===== src/hdl/icache_pkg.sv =====
`default_nettype none

package icache_pkg;

    // byte offset inside one line
    localparam int offset_width = 4;

    // 32-bit words per line
    localparam int line_words = 4;

    // pipe and bus word
    typedef logic [31:0] word_t;

    // one full cache line, word 0 in the low bits
    typedef logic [127:0] line_t;

    // word position inside a line
    typedef logic [1:0] word_sel_t;

    // read type codes on the memory bus
    localparam logic [2:0] rd_type_word = 3'b010;
    localparam logic [2:0] rd_type_line = 3'b100;

    // main controller states
    typedef enum logic [1:0] {
        idle,
        lookup,
        refill
    } cache_state_t;

    // tag bits left over from a 32-bit address
    function automatic int tag_width_of(input int index_width);
        return 32 - index_width - offset_width;
    endfunction

endpackage

`default_nettype wire


===== src/hdl/icache_ctrl.sv =====
`timescale 1ns/100ps
`default_nettype none

module icache_ctrl #(
    parameter int index_width = 8,
    localparam int tag_width = icache_pkg::tag_width_of(index_width)
) (
    input  logic                                clk,
    input  logic                                resetn,
    // pipe side
    input  logic                                valid,
    input  logic [tag_width-1:0]                tag,
    input  logic [index_width-1:0]              index,
    input  logic [icache_pkg::offset_width-1:0] offset,
    input  logic                                uncached,
    output logic                                addr_ok,
    output logic                                data_ok,
    output icache_pkg::word_t                   rdata_l,
    output icache_pkg::word_t                   rdata_h,
    // memory read side
    output logic                                rd_req,
    output logic [2:0]                          rd_type,
    output icache_pkg::word_t                   rd_addr,
    input  logic                                rd_rdy,
    input  logic                                ret_valid,
    input  logic                                ret_last,
    input  icache_pkg::word_t                   ret_data,
    // stores and fill buffer
    output logic                                preload,
    output logic [tag_width-1:0]                req_tag,
    output logic [index_width-1:0]              req_index,
    input  logic                                hit,
    input  icache_pkg::line_t                   hit_line,
    input  icache_pkg::line_t                   line_next,
    output logic                                fill,
    output logic                                fill_way,
    output logic                                fill_start
);

    localparam int word_bits = $bits(icache_pkg::word_t);

    typedef struct packed {
        logic [tag_width-1:0]                tag;
        logic [index_width-1:0]              index;
        logic [icache_pkg::offset_width-1:0] offset;
        logic                                uncached;
    } req_t;

    icache_pkg::cache_state_t state;
    req_t                     req;
    logic                     rd_sent;
    logic                     repl_way;
    logic                     hit_cached;
    logic                     refill_done;
    icache_pkg::line_t        resp_line;
    icache_pkg::word_sel_t    word_l;
    icache_pkg::word_sel_t    word_h;

    assign hit_cached  = (state == icache_pkg::lookup) && hit && !req.uncached;
    assign refill_done = (state == icache_pkg::refill) && ret_valid && ret_last;

    // accept from idle, or stream on behind a cached hit
    assign addr_ok = valid && ((state == icache_pkg::idle) || hit_cached);
    assign preload = addr_ok;
    assign data_ok = hit_cached || refill_done;

    always_ff @(posedge clk) begin
        if (addr_ok) begin
            req <= {tag, index, offset, uncached};
        end
    end

    always_ff @(posedge clk) begin
        if (!resetn) begin
            state <= icache_pkg::idle;
        end else begin
            case (state)
                icache_pkg::idle: begin
                    if (addr_ok) begin
                        state <= icache_pkg::lookup;
                    end
                end
                icache_pkg::lookup: begin
                    if (!hit_cached) begin
                        state <= icache_pkg::refill;
                    end else if (!valid) begin
                        state <= icache_pkg::idle;
                    end
                end
                icache_pkg::refill: begin
                    if (refill_done) begin
                        state <= icache_pkg::idle;
                    end
                end
                default: begin
                    state <= icache_pkg::idle;
                end
            endcase
        end
    end

    // one address per miss, dropped once memory takes it
    always_ff @(posedge clk) begin
        if (!resetn) begin
            rd_sent <= 1'b0;
        end else if (state != icache_pkg::refill) begin
            rd_sent <= 1'b0;
        end else if (rd_rdy) begin
            rd_sent <= 1'b1;
        end
    end

    assign rd_req     = (state == icache_pkg::refill) && !rd_sent;
    assign fill_start = rd_req && rd_rdy;
    assign rd_type    = req.uncached ? icache_pkg::rd_type_word : icache_pkg::rd_type_line;
    assign rd_addr    = req.uncached ? {req.tag, req.index, req.offset}
                                     : {req.tag, req.index, {icache_pkg::offset_width{1'b0}}};

    // round-robin victim, flips after every cached refill
    always_ff @(posedge clk) begin
        if (!resetn) begin
            repl_way <= 1'b0;
        end else if (fill) begin
            repl_way <= !repl_way;
        end
    end

    assign fill      = refill_done && !req.uncached;
    assign fill_way  = repl_way;
    assign req_tag   = req.tag;
    assign req_index = req.index;

    // refill answers straight from the fill buffer
    assign resp_line = (state == icache_pkg::refill) ? line_next : hit_line;
    assign word_l    = req.offset[icache_pkg::offset_width-1:2];
    assign word_h    = word_l + 1'b1;
    assign rdata_l   = req.uncached ? ret_data
                                    : resp_line[word_bits*word_l +: word_bits];
    assign rdata_h   = resp_line[word_bits*word_h +: word_bits];

    // an issued read keeps the controller in refill until memory answers
    assert property (@(posedge clk) disable iff (!resetn)
        rd_req |=> state == icache_pkg::refill);

    // word reads come back as a single beat
    assert property (@(posedge clk) disable iff (!resetn)
        (state == icache_pkg::refill) && req.uncached && ret_valid |-> ret_last);

endmodule

`default_nettype wire


===== config.mk =====
export PLATFORM = sky130hd
export DESIGN_NAME = icache_ctrl
export DESIGN_NICKNAME = d
export VERILOG_FILES = /design/src/hdl/icache_pkg.sv /design/src/hdl/icache_ctrl.sv
export SDC_FILE = /design/constraint.sdc
export NUM_CORES = 1
export LEC_CHECK = 0
export ABC_AREA = 1
export BUFFER_PORTS_ARGS = -buffer_cell sky130_fd_sc_hd__buf_2
export CAP_MARGIN = 15
export CORE_AREA = 2 2 181 183
export CTS_CLUSTER_SIZE = 16
export DETAILED_ROUTE_END_ITERATION = 10
export DIE_AREA = 0 0 183 185
export PLACE_DENSITY = 0.5
export SYNTH_ARGS = -nofsm -noshare
export SYNTH_HDL_FRONTEND = slang
export SYNTH_SLANG_ARGS = --single-unit

===== constraint.sdc =====
create_clock -name clk -period 2.7 [get_ports clk]
set_clock_uncertainty 0.05 [all_clocks]
set_input_delay 0.405 -clock clk [delete_from_list [all_inputs] [get_ports clk]]
set_output_delay 0.405 -clock clk [all_outputs]
set_load 0.1 [all_outputs]

-- Word-level counts from Yosys, hierarchy flattened
Index checks and enable logic that the tools add are counted.
Widths: inputs -> output; s select.
- latch bits: 0
- output and inout port bits: 134
- bits in registers: 37
- memories kept: 0
- RAM bits: 0
- word-level logic and storage cells: 42
- bits in read-only memories: 0
- bitwise logic cells: 1
- shifts and indexed selects: 2
- add/subtract/negate cells: 1
- div/mod/pow operators: 0
- mux-type cells: 9
- multiply operators: 0
- equal/unequal tests: 6
- order comparisons: 0
- reductions and logical operators: 16
- operators with widths (kind ; number):
    $shiftx 128x8->32 ; 2
    $mux 128 ; 1
    $mux 32 ; 1
    $logic_and 1x1->1 ; 8
    $mux 2 ; 4
    $ne 2x2->1 const B ; 3
    $pmux 2 s3 ; 1
    $mux 4 ; 1
    $logic_not 1->1 ; 3
    $mux 3 ; 1
    $ne 3x3->1 const B ; 1
    $reduce_and 3->1 ; 1
    $add 2x1->2 const B ; 1
    $eq 2x1->1 const B ; 1
    $eq 2x2->1 const B ; 1
    $logic_not 2->1 ; 1
    $logic_or 1x1->1 ; 2
    $reduce_or 2->1 ; 1
    $not 1->1 ; 1

-- Depth between registers and ports, before layout
- depth in word-level cells: 7
- depth in mapped cells: 10

-- Worst setup path before layout
OpenSTA, ideal clock, no wires.
- path type: reg-to-output
- from: register req[0] in the netlist's numbering
- to: output rdata_l[22]
- buffers on the path: 2
- cell stages (with the launch flop): 6
- path slack: -0.892 ns
- data arrival time: 3.137 ns
- cell sequence: edfxtp_1 > inv_1 > buf_2 > buf_1 > nor2_1 > nor2_1
- longest elaborated chain between the ends: 1
- ends and longest elaborated chain (item ; RTL line ; text):
    from (decl) ; icache_ctrl.sv:50 ; req_t req;
    from (signal assigned) ; icache_ctrl.sv:69 ; req <= {tag, index, offset, uncached};
    $mux 32 ; icache_ctrl.sv:137 ; assign rdata_l = req.uncached ? ret_data
    to (decl) ; icache_ctrl.sv:18 ; output icache_pkg::word_t rdata_l,
Every way passes these cells.

-- Final worst setup path
- from: register state[0]
- to: output rdata_l[22]
- longest elaborated chain between the ends: 4
- ends and longest elaborated chain (item ; RTL line ; text):
    from (decl) ; icache_ctrl.sv:49 ; icache_pkg::cache_state_t state;
    from (signal assigned) ; icache_ctrl.sv:75 ; state <= icache_pkg::idle;
    from (signal assigned) ; icache_ctrl.sv:80 ; state <= icache_pkg::lookup;
    from (signal assigned) ; icache_ctrl.sv:85 ; state <= icache_pkg::refill;
    $eq 2x2->1 ; icache_ctrl.sv:134 ; assign resp_line = (state == icache_pkg::refill) ? line_next : hit_line;
    $mux 128 ; icache_ctrl.sv:134 ;
    $shiftx 128x8->32 ; icache_ctrl.sv:138 ; : resp_line[word_bits*word_l +: word_bits];
    $mux 32 ; icache_ctrl.sv:137 ;
Every way passes these cells.

==> flow_metrics.py <==
metrics = {
    "status": {
        "outcome": "complete, no violations",
    },
    "min_path": {
        "hold_class": "in -> reg",
    },
    "layout": {
        "nFillCells": 3761,
        "utilization": 0.272,
        "regArea_sq_um": 1070,
        "finish.instance_area_sq_um": 8710,
        "finalNonFillerCells": 1877,
        "nets": 1795,
        "multi_input_area_sq_um": 3610,
        "layout-drive-gt1-share": 0.364,
        "area_growth_pct": 45.8,
    },
    "grt": {
        "grt_max_degree": 71,
        "antenna_found_initial": 3,
        "overflow": 0,
        "track_usage": 0.161,
        "grt_pass1_vias": 7960,
        "grt_pass1_wl_mm": 43.0,
    },
    "sta": {
        "fin_hold_ws_ns": 0.243,
        "rsz0062_at_grt": "false",
        "fin_setup_tns_ns": 0,
        "drv_slew": 0,
        "worst_slack_ns": 0.115,
        "finalSetupViolations": 0,
        "fin_crit_sh": 0.957,
        "final.min_clock_period_ns": 2.58,
        "hold_viol": 0,
        "slew_headroom": 0.653,
        "fmax_ghz": 0.387,
        "worstMarginPinSlew_ns": 0.524,
    },
    "die": {
        "rows": 66,
        "core_sq_um": 32000,
        "start_util": 0.187,
        "die_w_microns": 183,
        "io-pin-count": 462,
        "fp.dieArea_sq_um": 33900,
        "die_h_microns": 185,
    },
    "detailed_routing": {
        "vias": 8460,
        "routedWlPerCell_microns": 15.5,
        "wl_mm": 29.0,
        "ant_nets": 0,
        "dr.pass1.iters": 6,
        "drc": 0,
        "drt_first_iter_violations": 388,
        "viasPerCell": 4.51,
    },
    "clock_tree": {
        "cts_root_buffer": "clkbuf_16",
        "clkTransAtPathRegs_ns": 0.06,
        "ctsHtreeMaxLevel": 2,
        "holdBufCountCts": 0,
        "clk_latency_ns": 0.28,
        "cts_sinks": 37,
        "numCtsBuffers": 5,
        "cts_buffer_depth": 2,
        "cts_tree": "built",
    },
    "worst_setup_path": {
        "timing.rr.start": "state[1]$_SDFFE_PN0P_",
        "cpPeakStageDelay_ns": 0.43,
        "worst-r2r-cell-count": 7,
        "path_max_fanout": 70,
        "critPathLaunchType": "register",
        "critPathKind": "reg -> out",
        "critPathLaunch": "state[0]$_SDFFE_PN0P_",
        "cp-endpoint": "rdata_l[22]",
        "slowest_stage": "buf_2",
        "cp_data_required_time_ns": 2.25,
        "end_kind": "output port",
        "crit_top_cell": "nand2_1",
        "reg2reg_to": "req_index[5]$_DFFE_PP_",
        "reg2reg_slack_ns": 0.88,
        "path_cells": "clkinv_2 -> nand2_4 -> buf_12 -> nand2_1 -> nand2_1 -> nand2_1 -> nand2_1 -> nor2_1 -> nor2_2 -> buf_2",
        "critical_path_arrival_ns": 2.13,
    },
    "synth": {
        "ys_top_cells_by_area": "nand3_1, nand2_1, edfxtp_1",
        "synthArstFlopShare": 0,
        "syn_area_per_cell_sq_um": 5.39,
        "synth_nets": 1436,
        "synth_edf_count": 33,
        "seq_area_frac_synth": 0.179,
        "synth_warnings": 0,
        "ys_types": 22,
        "synth_area_sq_um": 5980,
        "synth_top_area_share": 0.241,
        "netlist_instances": 1108,
        "ys_ff_latch": 37,
        "synth_top_cell_by_area": "nand3_1",
        "yosys_most_used_dff": "edfxtp_1",
    },
    "job": {
        "cap_violations": 0,
    },
    "pwr": {
        "total_power_mw": 4.40,
        "leakagePower_nw": 5.01,
        "powerDensity_nw_per_um2": 505,
        "ir_worst_vdd_v": 0.000485,
    },
    "placed_design": {
        "pre_cts_ws_ns": 0.414,
        "hpwl_mm": 23.4,
        "dp_cells": 1868,
        "dpl_cell_area_sq_um": 8520,
        "port_buffers": 460,
        "place.gp.congestion": 0.855,
    },
}
-- metal layers --
metal	wire length [microns]	up-vias	global-route usage
met2	14700	399	0.304
met1	11500	3857	0.189
met4	635	0	0.0454
li1	-	4174	-
met3	2140	30	0.0228
met5	0	-	0
-- cells in the mapped netlist, types with 3 or more instances --
cell	instances
nand2_1	298
nand3_1	288
inv_1	175
nor2_1	104
buf_4	67
edfxtp_1	33
nand3b_1	32
nand4_1	32
buf_2	29
clkbuf_1	26
buf_1	6
dfxtp_1	4
inv_2	3
-- worst max-delay path: cells and delay by family (launching register included) --
family | cells | cell delay, ns
buffers and inverters | 3 | 0.84
and+or+nand+nor | 7 | 0.56
DFF | 1 | 0.37
-- registers in the layout, summed over array words and instances (netlist names) --
register	count
req_index	8
req_tag	20
fill_way	1
req	5
state	2
rd_sent	1
-- cell type report --
type                            count  area share
Antenna cell                        1    0.000287
Multi-Input combinational cell    765       0.414
Inverter                          178      0.0773
Clock inverter                      2     0.00445
Timing Repair Buffer              480       0.307
Clock buffer                        6      0.0148
Sequential cell                    37       0.123
Tap cell                          408      0.0586
-- cell usage in the layout (no fill, tap or decap), types with 3 or more instances in the layout --
cell and instances:
nor2_4 11, nor2_1 72, nand4_1 32, nor2_2 24
buf_12 15, inv_1 172, nand3b_1 32, dfxtp_1 3
inv_2 4, clkbuf_4 10, nand3_1 288, clkbuf_16 5
nand2_1 298, edfxtp_1 33, buf_2 446, buf_4 9
-- report_power, final --
part | switching, mW | internal, mW | total, mW | leakage (nW)
sequential | 0.0331 | 0.674 | 0.707 | 0.349
combinational | 2.36 | 0.654 | 3.02 | 4.58
clock | 0.236 | 0.438 | 0.674 | 0.0811
total | 2.63 | 1.77 | 4.40 | 5.01
-- cells by family after synthesis --
| group | count (synthesis) | synth area share |
|---|---|---|
| other cells | 1 | 0.000627 |
| simple gates | 761 | 0.577 |
| buf+inv | 306 | 0.240 |
| compound gates | 3 | 0.00272 |
| flops | 37 | 0.179 |
-- how the worst min path moves through the flow --
| stage | start | endpoint | slack [ns] | depth (start not counted) |
|---|---|---|---|---|
| after floorplan | uncached | req[0]$_DFFE_PP_ | 0.45 | 0 |
| after global placement | fill_way$_SDFFE_PN0P_ | fill_way$_SDFFE_PN0P_ | 0.46 | 3 |
| after detailed placement | fill_way$_SDFFE_PN0P_ | fill_way$_SDFFE_PN0P_ | 0.48 | 3 |
| after CTS | tag[17] | req_tag[17]$_DFFE_PP_ | 0.23 | 1 |
| after global routing | tag[2] | req_tag[2]$_DFFE_PP_ | 0.23 | 1 |
| final | tag[5] | req_tag[5]$_DFFE_PP_ | 0.24 | 1 |
-- what timing repair did --
action,CTS,global route
buffers inserted,0,0
gates resized for setup,0,10
setup endpoints to repair,0,10
Note: power is estimated with default switching activity, not from simulation.
