## src/hdl/icache_pkg.sv

```systemverilog
`default_nettype none

package icache_pkg;

    // byte offset inside one line
    localparam int offset_width = 4;

    // 32-bit words per line
    localparam int line_words = 4;

    // pipe and bus word
    typedef logic [31:0] word_t;

    // one full cache line, word 0 in the low bits
    typedef logic [127:0] line_t;

    // word position inside a line
    typedef logic [1:0] word_sel_t;

    // read type codes on the memory bus
    localparam logic [2:0] rd_type_word = 3'b010;
    localparam logic [2:0] rd_type_line = 3'b100;

    // main controller states
    typedef enum logic [1:0] {
        idle,
        lookup,
        refill
    } cache_state_t;

    // tag bits left over from a 32-bit address
    function automatic int tag_width_of(input int index_width);
        return 32 - index_width - offset_width;
    endfunction

endpackage

`default_nettype wire

```

## src/hdl/icache_line_fill.sv

```systemverilog
`timescale 1ns/100ps
`default_nettype none

module icache_line_fill (
    input  logic              clk,
    input  logic              resetn,
    input  logic              start,
    input  logic              ret_valid,
    input  logic              ret_last,
    input  icache_pkg::word_t ret_data,
    output icache_pkg::line_t line,
    output icache_pkg::line_t line_next
);

    localparam int word_bits = $bits(icache_pkg::word_t);

    icache_pkg::line_t     fill_buf;
    icache_pkg::word_sel_t beat;
    logic                  active;
    logic                  take;

    // beats count only inside an issued burst
    assign take = ret_valid && active;

    // buffer with the current beat already merged in
    always_comb begin
        line_next = fill_buf;
        if (take) begin
            line_next[word_bits*beat +: word_bits] = ret_data;
        end
    end

    always_ff @(posedge clk) begin
        if (!resetn) begin
            active <= 1'b0;
            beat   <= '0;
        end else if (start) begin
            active <= 1'b1;
            beat   <= '0;
        end else if (take) begin
            beat <= beat + 1'b1;
            if (ret_last) begin
                active <= 1'b0;
            end
        end
    end

    always_ff @(posedge clk) begin
        if (start) begin
            fill_buf <= '0;
        end else if (take) begin
            fill_buf <= line_next;
        end
    end

    assign line = fill_buf;

    // memory answers only what was asked for
    assert property (@(posedge clk) disable iff (!resetn) ret_valid |-> active);

    // a burst ends after one word or after a full line
    assert property (@(posedge clk) disable iff (!resetn)
        take && ret_last |-> beat == 0 || beat == icache_pkg::line_words - 1);

endmodule

`default_nettype wire

```

## config.mk

```make
export PLATFORM = sky130hd
export DESIGN_NAME = icache_line_fill
export DESIGN_NICKNAME = d
export VERILOG_FILES = /design/src/hdl/icache_pkg.sv /design/src/hdl/icache_line_fill.sv
export SDC_FILE = /design/constraint.sdc
export NUM_CORES = 1
export LEC_CHECK = 0
export BUFFER_PORTS_ARGS = -buffer_cell sky130_fd_sc_hd__buf_2
export CAP_MARGIN = 0
export CORE_MARGIN = 2
export CORE_UTILIZATION = 30
export CTS_CLUSTER_SIZE = 20
export DETAILED_ROUTE_END_ITERATION = 8
export PLACE_DENSITY = 0.55
export SETUP_SLACK_MARGIN = 0.15
export SLEW_MARGIN = 10
export SYNTH_ARGS = -nofsm -noshare
export SYNTH_HDL_FRONTEND = slang
export SYNTH_SLANG_ARGS = --single-unit
```

## constraint.sdc

```tcl
create_clock -name clk -period 2 [get_ports clk]
set_input_delay 0.1 -clock clk [delete_from_list [all_inputs] [get_ports clk]]
set_output_delay 0.1 -clock clk [all_outputs]
set_load 0.1 [all_outputs]
```

-- After elaboration in Yosys (flattened, before gate mapping)
Cells that the tools add are included.
- input bits: 37
- output and inout bits: 256
- flip-flop bits (word level): 131
- word-level logic and storage cells: 18
- shifts and indexed selects: 2
- $add $sub $neg: 2
- reductions and logical operators: 5
- muxes and demuxes: 5
- bitwise gates (word level): 1
- operator list (kind ; number):
    $bwmux W128 ; 1
    $mux W128 ; 1
    $shift A32 B34 Y128 const A ; 1
    $shiftx A32 B34 Y128 ; 1
    $neg A7 Y34 ; 1
    $reduce_bool A2 Y1 ; 2
    $mux W1 ; 3
    $add A2 B1 Y2 const B ; 1
    $reduce_and A2 Y1 ; 1
    $reduce_or A2 Y1 ; 1
    $logic_and A1 B1 Y1 ; 1
    $not A1 Y1 ; 1

-- Logic depth before layout (Yosys ltp)
Gate-level depths: netlist of run 1.
- depth after elaboration: 4
- mapped depth: 8
- depth with buffers taken out: 5

-- Worst setup path before layout of run 1
OpenSTA, ideal clock, no wires.
- kind: flip-flop to output port
- from: reg beat[0]
- to: out line_next[104]
- arrival time: 2.274 ns
- required time: 1.900 ns
- cell stages (with the launch flop): 8
- buffers on the path: 2
- path slack: -0.374 ns
- path through: dfxtp_1 buf_6 inv_1 ha_1 buf_2 nor4b_4 nand3_1 nand2_1
- cells in the longest elaborated chain, start to end: 4
- elaborated cells between the ends (all ways): 5
- those cells by class: 1 x add/sub; 2 x shift; 2 x mux
- ends and longest elaborated chain (element ; line ; source):
    from (decl) ; icache_line_fill.sv:18 ; icache_pkg::word_sel_t beat;
    from (signal assigned) ; icache_line_fill.sv:41 ; beat <= beat + 1'b1;
    $neg A7 Y34 * ; icache_line_fill.sv:29 ; line_next[word_bits*beat +: word_bits] = ret_data;
    $shiftx A32 B34 Y128 / $shift A32 B34 Y128 (equally long branches) ; icache_line_fill.sv:29 ;
    $bwmux W128 * ; icache_line_fill.sv:29 ;
    $mux W128 * ; icache_line_fill.sv:28 ; if (take) begin
    to (decl) ; icache_line_fill.sv:12 ; output icache_pkg::line_t line_next
Mark *: on every way between the ends. The rest lies on a longest branch, timed or not.

-- Worst setup path after layout of run 1
- from: reg beat[0]
- to: out line_next[92]
The elaborated chain is that of the path after synthesis.

==> results.md, run 1 <==
Outcome:
- The flow ran to the end, but the final reports show violations.
- The checks that failed: setup timing.

Setup path:
- STA classifies the critical path startpoint as a register.
- The critical setup path kind is reg -> out.
- STA puts the critical path data arrival time at 2140 ps.
- The delay of the slowest cell on the worst path is 350 ps.
- Along the worst path, the maximum fanout reaches 6.
- The signal on the critical path passes through inv_4 -> ha_4 -> nor4b_4 -> buf_6 -> buf_8 -> buf_16 -> nand3_4 -> nand2_2 -> buf_12.
- STA puts the critical path data required time at 1900 ps.
- Across all register-to-register paths, the minimum setup slack is 110 ps.
- The element type at the critical path end is a primary output.
- The cell with the biggest individual delay on the critical path is dfxtp_2.

Clock tree:
- The root buffer selected by CTS is clkbuf_16.
- In this run the deepest clock path goes through 2 buffers.
- The CTS tree is done.
- The tree built by TritonCTS fans out to 131 sinks.
- In this run, CTS created clock tree buffers numbering 17.
- After clock tree synthesis, the clock-pin slew on the worst setup and hold paths is 60 ps.
- The clock tree synthesis step divided the H-tree into 4 levels.
- The clock latency reported for the late side of the worst-skew pair is 420 ps.

Die:
- The number of top-level design ports is 293.
- The standard-cell row count is 49.
- For this configuration, the core starts out at a cell density of 30.7%.
- The horizontal die dimension is 140 µm.
- The die height is 140 µm.
- The overall die area is 19,500 µm².
- The total area inside the core boundary comes to 18,000 µm².

Final layout:
- The area added between synthesis and finish is 119%.
- The filler-free cell count of the finished design is 1,298.
- The utilization after layout is 67.1%.
- The repair_antennas step left the layout with diodes totalling 0.
- After routing the design area is 12,000 µm².
- Leaving out fill and tap cells, the most frequent cells in the layout are buf_2 (163), buf_12 (143), nand2_1 (129), dfxtp_1 (129), a21oi_1 (126).
- Of the cells placed in the final design, the portion with a size suffix greater than 1 is 57.0%.
- The final-stage net count is 1,098.
- The most common library cell in the layout ignoring fill and taps is buf_2.

Power and ir drop:
- The power density over cell area is 603 nW/µm².
- In this run the static leakage power is 5.12 nW.
- Summing internal, switching and leakage power gives 7.26 mW.
- The peak supply drop is 0.582 mV.

Synth:
- The share of synthesized area occupied by flip-flops and latches is 47.6%.
- Summing the areas of all xor and xnor instances in the mapped netlist gives 0.159% of the synthesized area.
- The combinational family with the most area after synthesis is simple AND/OR/NAND/NOR gates.
- The mean instance size in the synthesized netlist is 7.52 µm².
- The adder and majority cell fraction of the synthesized area is 1.14%.
- The share of synthesized cell area in and, or, nand and nor gates is 33.2%.
- The Yosys step of the flow raised 0 warnings.
- The synthesized netlist occupies a cell area of 5510 µm².
- After synthesis the netlist holds a flip-flop and latch count of 131.
- Summing the areas of all compound-gate instances in the mapped netlist gives 11.8% of the synthesized area.
- The multiplexer area fraction after synthesis is 0.182%.
- The cell count after synthesis is 733.
- The post-synth net total is 775.
- The number of distinct library cells after synthesis is 24.

Routing:
- The iteration-0 DRC count of the detailed router is 292.
- After detailed routing, the number of remaining DRC violations is 0.
- The residual antenna-violating net count after detailed routing is 0.
- The average detailed-routed wire length per instance is 19.6 µm.
- The total number of vias is 6,691.
- The routed via count divided by cell count is 5.15.
- The first detailed-routing pass ran for 7 iterations.
- After detailed routing, the total wire length is 25,500 µm.

Global routing:
- The layer with the highest usage is met2.
- Global routing consumed, on the met2 layer, 44.6% of the routing resources.
- For this run, global-route usage on met1 was measured as 30.0%.
- The total track usage is 25.7%.
- The first global-routing pass estimated 38,900 µm of wire.
- The maximum number of pins on one net before global-route repair is 62.
- Global routing consumed, on the met3 layer, 8.36% of the routing resources.
- The number of antenna violations at the first check in global routing is 0.
- The number of global-route vias before repair is 6,747.
- The total overflow reported by the global router is 0.

Place:
- The wire-length estimate of the detail-placed layout is 17,700 µm.
- The standard cell area after detailed placement is 10,100 µm².
- In this run, placement finished with an instance count of 1,229.
- Prior to clock tree synthesis, the placed netlist has a worst setup slack of 94.9 ps.
- The count of buffers from port buffering is 292.
- The placer's final routability congestion estimate is 0.820.

STA:
- Hold is met by 20.2 ps.
- The maximum clock frequency is 447 MHz.
- After layout, the minimum clock period comes to 2240 ps.
- The count of endpoints failing hold in the final timing report came to 0.
- Clock skew on the completed layout was measured at 5.36 ps.
- The final period utilization is 112%.
- The slew at the pin closest to its max-slew limit is 540 ps.
- Setup repair after global routing could not meet its margin everywhere.
- Setup violations remaining at the end of the flow were counted as 128.
- The remaining max-slew budget at the tightest pin is 64.3%.
- Adding up every negative setup slack in the final design gives -21,160 ps.
- The number of pins exceeding their max-slew limit in the final report is 0.
- The final worst slack is -238 ps.

Hold path:
- The min-delay analysis places its worst path in the category in -> reg.

Run:
- The tool flagged a number of max-cap violations equal to 0.
[final cells by class]
| cell class | count | area (µm²) |
|---|---|---|
| Multi-Input combinational cell | 541 | 4210 |
| Fill cell | 1379 | 5920 |
| Timing Repair Buffer | 363 | 4290 |
| Sequential cell | 131 | 2630 |
| Inverter | 2 | 12.5 |
| Clock inverter | 13 | 184 |
| Clock buffer | 19 | 443 |
| Tap cell | 229 | 287 |
[registers in the layout, indices dropped and copies added, names as in the netlist]
| name | cells |
|---|---|
| line | 128 |
| beat | 2 |
| active | 1 |
[cells by family after synthesis]
kind of cell / count (synthesis)
buffers and inverters: 61
muxes: 1
xor gates and xnor gates: 1
DFF: 131
AOI/OAI and AO/OA: 129
and+or+nand+nor: 405
adders and majority gates: 5
[routing by layer]
metal  vias up  routed length [µm]
li1       3168                   -
met1      3266               10200
met2       227               12800
met3        30                2030
met4         0                 450
met5         -                   0
[critical path, delay by kind of cell (launching register included)]
family,cells,cell delay [ps]
buffers and inverters,5,660
DFF,1,350
and+or+nand+nor,3,400
adders and majority gates,1,290
[where the power goes]
part	internal [mW]	switching (mW)	leakage (nW)
logic	0.366	0.894	3.76
clock network	2.12	1.23	0.299
registers	2.64	0.0178	1.06
total	5.12	2.14	5.12
[path summary, 6_finish.rpt]
kind / start / to / cells after the start
setup / recovery: beat[0]$_SDFFE_PP0P_ / line_next[92] / 9
hold reg to reg: line[56]$_SDFFE_PP0P_ / line[56]$_SDFFE_PP0P_ / 2
hold / removal: ret_data[31] / line[95]$_SDFFE_PP0P_ / 3
setup reg to reg: beat[0]$_SDFFE_PP0P_ / line[75]$_SDFFE_PP0P_ / 10
[timing repair]
action | in CTS | in global routing
endpoints found under the setup margin | 128 | 129
gates cloned | 3 | 2
endpoints found under the hold margin | 10 | 0
hold buffers | 8 | 0
resized for setup | 136 | 31
setup buffers | 17 | 7
pin swaps | 16 | 15
[cells in the mapped netlist, drive strengths merged]
library cell / n / area [µm²]
nor3b: 1 / 18.8
mux2i: 1 / 10.0
a21oi: 129 / 649
ha: 5 / 62.6
nand2: 257 / 965
nor2b: 3 / 18.8
nor2: 3 / 11.3
nand3: 105 / 541
nor4b: 2 / 47.6
clkbuf: 27 / 101
xnor2: 1 / 8.76
nand4b: 3 / 26.3
buf: 32 / 220
and4bb: 1 / 12.5
dfxtp: 131 / 2620
inv: 2 / 7.51
nand2b: 1 / 6.26
nand4: 24 / 150
and2: 1 / 6.26
and3: 4 / 25.0
Note: power is estimated with default switching activity, not from simulation.
==> run 2, diff against run 1 <==
--- a/config.mk
+++ b/config.mk
@@ -11,9 +11,10 @@
 export CORE_UTILIZATION = 30
 export CTS_CLUSTER_SIZE = 20
 export DETAILED_ROUTE_END_ITERATION = 8
+export GPL_ROUTABILITY_DRIVEN = 1
 export PLACE_DENSITY = 0.55
 export SETUP_SLACK_MARGIN = 0.15
-export SLEW_MARGIN = 10
+export SKIP_CTS_REPAIR_TIMING = 1
 export SYNTH_ARGS = -nofsm -noshare
 export SYNTH_HDL_FRONTEND = slang
 export SYNTH_SLANG_ARGS = --single-unit
==> run 2 against run 1 <==
  * The run still ends with setup timing left
  * Routed wire length decreased by 1.6%
  * Non-clock buffer count decreased by 14
  * Maximum frequency increased by 0.77%
  * Cell area decreased by 2.8%
  * Core utilization decreased by 1.9 points
  * Global-route usage decreased by 1.5 points
  * Count of clock-buffer cells in the layout unchanged
  * Worst hold slack got worse by 14 ps
  * Critical path depth decreased by 1
  * Clock power about the same
  * Final cell count decreased by 1.1%
  * Critical endpoint is now line_next[95]
  * Largest cell class unchanged
==> results.md, run 2 (synthesis gave the netlist of run 1 again) <==
Clock tree:
- The number of clock buffers inserted by TritonCTS came to 17 (unchanged).
- CTS placed an instance of clkbuf_16 at the clock tree root.
- TritonCTS built the clock tree.
- The clock latency reported for the late side of the worst-skew pair is 420 ps (about the same).
- The clock transition at the registers of the reported paths came to 60 ps (about the same).
- The maximum buffer depth of the clock tree was 2 (unchanged).
- The number of sinks handled by clock tree synthesis came to 131 (unchanged).
- The H-tree depth is 4 (unchanged).

STA:
- The number of pins exceeding their max-slew limit in the final report is 0 (unchanged).
- The remaining max-slew budget at the tightest pin is 64.7% (+0.40 points).
- The final setup violation count came to 128 (unchanged).
- The slew at the pin closest to its max-slew limit is 534 ps (-6.06 ps).
- The final critical-path required period is 2220 ps (-17.0 ps).
- The final clock skew is 7.30 ps (+1.95 ps).
- The count of endpoints failing hold in the final timing report was 0 (unchanged).
- The final worst slack is -221 ps (+17.0 ps).
- The final period utilization is 111% (-0.85 points).
- The maximum clock frequency came to 450 MHz (+0.77%).
- Setup repair after global routing could not meet its margin everywhere.

Final layout:
- The final-stage net count is 1,084 (-1.3%).
- From synthesis to final layout, the design area changed by 113%.
- The layout filler cell count is 1,431 (+3.8%).
- The number of flip-flops under the largest register name is 128 (unchanged).
- The antenna diode count is 0 (unchanged).
- The register area is 2630 µm² (unchanged).
- The proportion of layout cells with a drive suffix above 1 came to 56.7% (-0.29 points).
- The area of the multi-input gates is 4060 µm² (-3.4%).
- The most common library cell in the layout ignoring fill and taps is buf_2.
- The library cells used most frequently in the layout, excluding fill and tap cells, are buf_2 (163), buf_12 (145), nand2_1 (129), dfxtp_1 (129), a21oi_1 (128).
- The filler-free cell count of the finished design came to 1,284 (-1.1%).

Hold path:
- The hold path depth was 3 (unchanged).
- The type of the worst min-delay path is in -> reg.

Routing:
- The routed wire length is 25,100 µm (-1.6%).
- The iteration-0 DRC count of the detailed router is 255 (-13%).
- The post-detailed-route DRC marker count was 0 (unchanged).
- The average detailed-routed wire length per instance was 19.5 µm (-0.52%).
- The residual antenna-violating net count after detailed routing was 0 (unchanged).
- The detailed-routing iteration count for the pre-antenna-repair pass is 4 (-3).
- The routed via count divided by cell count was 5.11 (-0.87%).
- The total number of vias came to 6,561 (-1.9%).

Global routing:
- The first-pass GRT wire length is 36,600 µm (-5.9%).
- The total track usage is 24.2% (-1.5 points).
- The number of global-route vias before repair came to 6,430 (-4.7%).
- The maximum number of pins on one net before global-route repair is 62 (unchanged).
- The total overflow reported by the global router is 0 (unchanged).
- The number of antenna violations at the first check in global routing is 0 (unchanged).

Place:
- The placer's final routability congestion estimate came to 0.820 (unchanged).
- The placed wire-length estimate after detailed placement was 17,700 µm (unchanged).
- The count of buffers from port buffering is 292 (unchanged).
- The total instance count after detailed placement is 1,229 (unchanged).

Setup path:
- The element type at the critical path end is a primary output.
- The length in cells of the worst reg-to-reg path is 8 (-2).
- STA classifies the critical path startpoint as a register.
- The required arrival time at the worst endpoint is 1900 ps (about the same).
- The critical path data arrival time is 2120 ps (-20 ps).
- The largest driver fanout on the critical path is 11 (+5).
- The critical setup path kind is reg -> out.

Die:
- The number of top-level design ports is 293 (unchanged).
- The die height came to 140 µm (unchanged).
- The horizontal die dimension came to 140 µm (unchanged).
- The effective utilization at floorplan is 30.7% (unchanged).
- The overall die area is 19,500 µm² (unchanged).
- The standard-cell row count is 49 (unchanged).
- The core outline area came to 18,000 µm² (unchanged).

Run:
- The number of max-cap violations is 0 (unchanged).

Power and ir drop:
- The overall power was 7.27 mW (+0.14%).
- The leakage power is 5.06 nW (-1.2%).
- The power density over cell area is 621 nW/µm² (+3.0%).
- The peak supply drop is 0.594 mV (+2.1%).

Outcome:
- The flow ran to the end, but the final reports show violations.
- The checks that failed: setup timing.
[run 2: cell count changes in the layout (fill, tap and decap cells not counted), moves of 3 or more]
cell	previous run	this run
nand3_4	61	43
nand3_2	15	32
dlygate4sd3_1	8	1
buf_8	4	0
buf_16	3	0
[run 2: final cells by class]
cell class              count  area share (%)
repair buffers            349            35.0
multi-input cells         541            34.7
flip-flops and latches    131            22.4
clock buffers              19            3.78
well taps                 229            2.45
clock inverters            13            1.57
inverters                   2          0.0855
[run 2: layer usage]
| layer | GRT usage (%) | vias to the layer above | part of all wire, % | routed length, µm |
|---|---|---|---|---|
| met3 | 8.16 | 24 | 8.6 | 2170 |
| met4 | 7.71 | 0 | 1.5 | 378 |
| met2 | 41.6 | 251 | 50 | 12600 |
| met5 | 0 | - | 0 | 0 |
| li1 | - | 3128 | - | - |
| met1 | 28.4 | 3158 | 40 | 9940 |
[run 2: report_power, final]
part,leakage (nW),internal [mW],total (mW),switching [mW]
logic,3.70,0.377,1.27,0.896
clock network,0.299,2.12,3.34,1.23
registers,1.06,2.64,2.66,0.0176
total,5.06,5.13,7.27,2.14
[run 2: worst max-delay path, cell delays in order (launching register included)]
cell     delay, ps
dfxtp_2        350
inv_4           50
ha_4           310
nor4b_4        210
buf_6          190
buf_12         180
nand3_2        130
nand2_4         90
buf_12         170
[run 2: stage by stage]
stage	setup slack, ps	hold WS, ps	utilization (%)	area (µm²)	TNS (ps)
4_1_cts	-376	-99.3	59.7	10700	-32560
3_3_place_gp	105	330	56.2	10100	0
6_report	-221	6.38	65.2	11700	-17490
3_5_place_dp	94.9	350	56.2	10100	0
5_1_grt	-299	9.97	65.2	11700	-28790
2_1_floorplan	51.0	228	-	6330	0
[run 2: final timing paths]
kind / start / to / slack [ps]
worst min register to register: line[97]$_SDFFE_PP0P_ / line[97]$_SDFFE_PP0P_ / 500
worst max register to register: beat[0]$_SDFFE_PP0P_ / line[74]$_SDFFE_PP0P_ / 240
worst max-delay path: beat[0]$_SDFFE_PP0P_ / line_next[95] / -220
worst min-delay path: ret_data[17] / line[17]$_SDFFE_PP0P_ / 6
==> run 3, diff against run 2 <==
--- a/config.mk
+++ b/config.mk
@@ -6,7 +6,6 @@
 export NUM_CORES = 1
 export LEC_CHECK = 0
 export BUFFER_PORTS_ARGS = -buffer_cell sky130_fd_sc_hd__buf_2
-export CAP_MARGIN = 0
 export CORE_MARGIN = 2
 export CORE_UTILIZATION = 30
 export CTS_CLUSTER_SIZE = 20
@@ -15,6 +14,7 @@
 export PLACE_DENSITY = 0.55
 export SETUP_SLACK_MARGIN = 0.15
 export SKIP_CTS_REPAIR_TIMING = 1
+export SKIP_LAST_GASP = 1
 export SYNTH_ARGS = -nofsm -noshare
 export SYNTH_HDL_FRONTEND = slang
 export SYNTH_SLANG_ARGS = --single-unit
==> run 3 against run 2 <==
  * The run still ends with setup timing left
  * Maximum frequency is 0.15% higher
  * Die area stayed put
  * Final cell count stayed put
  * Flip-flop and latch count stayed put
  * Critical endpoint unchanged
  * Power hardly changed
  * Global-route usage stayed put
  * First-iteration DRC count is 13% higher
  * Clock skew is 0.97 ps lower
  * Critical path type unchanged
  * Worst setup slack better by 3.4 ps
==> results.md, run 3 (synthesis gave the netlist of run 1 again) <==
Die:
- The horizontal die dimension is 140 µm (unchanged).
- The standard-cell row count is 49 (unchanged).
- The number of top-level design ports is 293 (unchanged).
- The die height was 140 µm (unchanged).
- The effective utilization at floorplan is 30.7% (unchanged).
- The core outline area is 18,000 µm² (unchanged).
- The overall die area is 19,500 µm² (unchanged).

Clock tree:
- The H-tree depth is 4 (unchanged).
- The number of sinks handled by clock tree synthesis is 131 (unchanged).
- The clock transition at the registers of the reported paths was 60 ps (about the same).
- The root buffer selected by CTS is clkbuf_16.
- The number of clock buffers inserted by TritonCTS is 17 (unchanged).
- TritonCTS built the clock tree.
- The clock latency reported for the late side of the worst-skew pair came to 420 ps (about the same).
- The maximum buffer depth of the clock tree is 2 (unchanged).

STA:
- The maximum clock frequency is 451 MHz (+0.15%).
- The number of pins exceeding their max-slew limit in the final report is 0 (unchanged).
- The final worst slack is -218 ps (+3.38 ps).
- The count of endpoints failing hold in the final timing report is 0 (unchanged).
- The remaining max-slew budget at the tightest pin is 64.0% (-0.64 points).
- The final period utilization is 111% (-0.17 points).
- The slew at the pin closest to its max-slew limit is 543 ps (+9.60 ps).
- The final clock skew is 6.33 ps (-0.974 ps).
- The final setup violation count is 128 (unchanged).
- Setup repair after global routing could not meet its margin everywhere.
- The final critical-path required period came to 2220 ps (-3.38 ps).

Routing:
- The residual antenna-violating net count after detailed routing is 0 (unchanged).
- The total number of vias was 6,586 (+0.38%).
- The routed wire length is 25,200 µm (+0.40%).
- The routed via count divided by cell count came to 5.13 (+0.38%).
- The post-detailed-route DRC marker count came to 0 (unchanged).
- The average detailed-routed wire length per instance was 19.6 µm (+0.40%).
- The detailed-routing iteration count for the pre-antenna-repair pass is 4 (unchanged).
- The iteration-0 DRC count of the detailed router came to 287 (+13%).

Hold path:
- The type of the worst min-delay path is in -> reg.
- The hold path depth was 3 (unchanged).
- For hold timing, the worst endpoint is line[0]$_SDFFE_PP0P_.
- The startpoint of the tightest hold check path is ret_data[0].

Setup path:
- The internal reg-to-reg setup slack is 240 ps (about the same).
- The critical setup path kind is reg -> out.
- The element type at the critical path end is a primary output.
- The startpoint class of the critical path is a register.
- The critical path data arrival time is 2120 ps (about the same).
- The largest driver fanout on the critical path is 11 (unchanged).
- The worst register-to-register path begins at beat[0]$_SDFFE_PP0P_.
- In this run the critical register-to-register path is captured at line[74]$_SDFFE_PP0P_.
- The length in cells of the worst reg-to-reg path came to 8 (unchanged).
- The required arrival time at the worst endpoint is 1900 ps (about the same).

Final layout:
- The number of flip-flops under the largest register name is 128 (unchanged).
- The utilization after layout is 65.1% (-0.13 points).
- The library cell used most frequently in the layout, excluding fill and tap cells, is buf_2.
- The area added between synthesis and finish is 112%.
- The filler-free cell count of the finished design is 1,284 (unchanged).
- The antenna diode count was 0 (unchanged).
- In the layout the commonest cells are buf_2 (163), buf_12 (145), nand2_1 (129), dfxtp_1 (129), a21oi_1 (128).
- The final-stage net count is 1,084 (unchanged).
- The proportion of layout cells with a drive suffix above 1 came to 56.6% (-0.095 points).

Power and ir drop:
- The power density over cell area was 622 nW/µm² (+0.18%).
- The peak supply drop is 0.600 mV (+0.95%).
- The overall power is 7.27 mW (about the same).
- The leakage power is 5.05 nW (about the same).

Place:
- The minimum setup slack after placement came to 94.9 ps (unchanged).
- The total instance count after detailed placement is 1,229 (unchanged).
- The placer's final routability congestion estimate is 0.820 (unchanged).
- The count of buffers from port buffering is 292 (unchanged).
- The placed wire-length estimate after detailed placement came to 17,700 µm (unchanged).

Global routing:
- The maximum number of pins on one net before global-route repair is 62 (unchanged).
- The number of global-route vias before repair is 6,430 (unchanged).
- The fraction of met1 tracks used by global routing is 28.4% (unchanged).
- The total track usage is 24.2% (unchanged).
- The global routing usage on met2 is 41.6% (unchanged).
- The number of antenna violations at the first check in global routing is 0 (unchanged).
- The layer with the highest usage is met2.
- The total overflow reported by the global router is 0 (unchanged).
- The first-pass GRT wire length is 36,600 µm (unchanged).
- The met3 track utilization from global routing was 8.16% (unchanged).

Outcome:
- The checks that failed: setup timing.
- The run finished, with violations left.

Run:
- The number of max-cap violations was 0 (unchanged).
## run 3: critical path, cell delays in order, from the launching register on
cell	delay, ps
dfxtp_2	350
inv_4	50
ha_4	310
nor4b_4	210
buf_6	190
buf_12	180
nand3_2	130
nand2_4	90
buf_12	170
## run 3: per-layer routing
metal / up-vias / wire length, µm / share of wire [%]
met5: - / 0 / 0
met4: 0 / 373 / 1.5
met3: 29 / 1940 / 7.7
met2: 230 / 12600 / 50
met1: 3201 / 10300 / 41
li1: 3126 / - / -
## run 3: where the power goes
group	internal [mW]	leakage, nW	switching [mW]
logic	0.376	3.70	0.894
registers	2.64	1.06	0.0176
clock network	2.12	0.299	1.23
## run 3: area by class of cell
type                       instances  area [µm²]
clock buffer                      19         443
sequential                       131        2630
clock inverter                    13         184
fill                            1433        6280
inverter                           2        10.0
multi-input combinational        541        4040
tap                              229         287
timing repair buffer             349        4100
## run 3: worst max-delay path by stage
stage	startpoint	slack [ps]	end	cells past startpoint
2_1_floorplan	beat[0]$_SDFFE_PP0P_	50	line_next[104]	7
3_3_place_gp	beat[1]$_SDFFE_PP0P_	100	line_next[1]	7
3_5_place_dp	beat[1]$_SDFFE_PP0P_	90	line_next[5]	7
4_1_cts	beat[1]$_SDFFE_PP0P_	-380	line_next[5]	7
5_1_grt	beat[0]$_SDFFE_PP0P_	-300	line_next[95]	8
6_report	beat[0]$_SDFFE_PP0P_	-220	line_next[95]	8
## run 3: per-stage QoR
step / TNS, ps / hold slack [ps] / area, µm²
after detailed placement: 0 / 350 / 10100
after global routing: -28850 / 9.97 / 11700
after global placement: 0 / 330 / 10100
after floorplan: 0 / 228 / 6330
final: -17850 / 12.3 / 11700
after CTS: -32560 / -99.3 / 10700
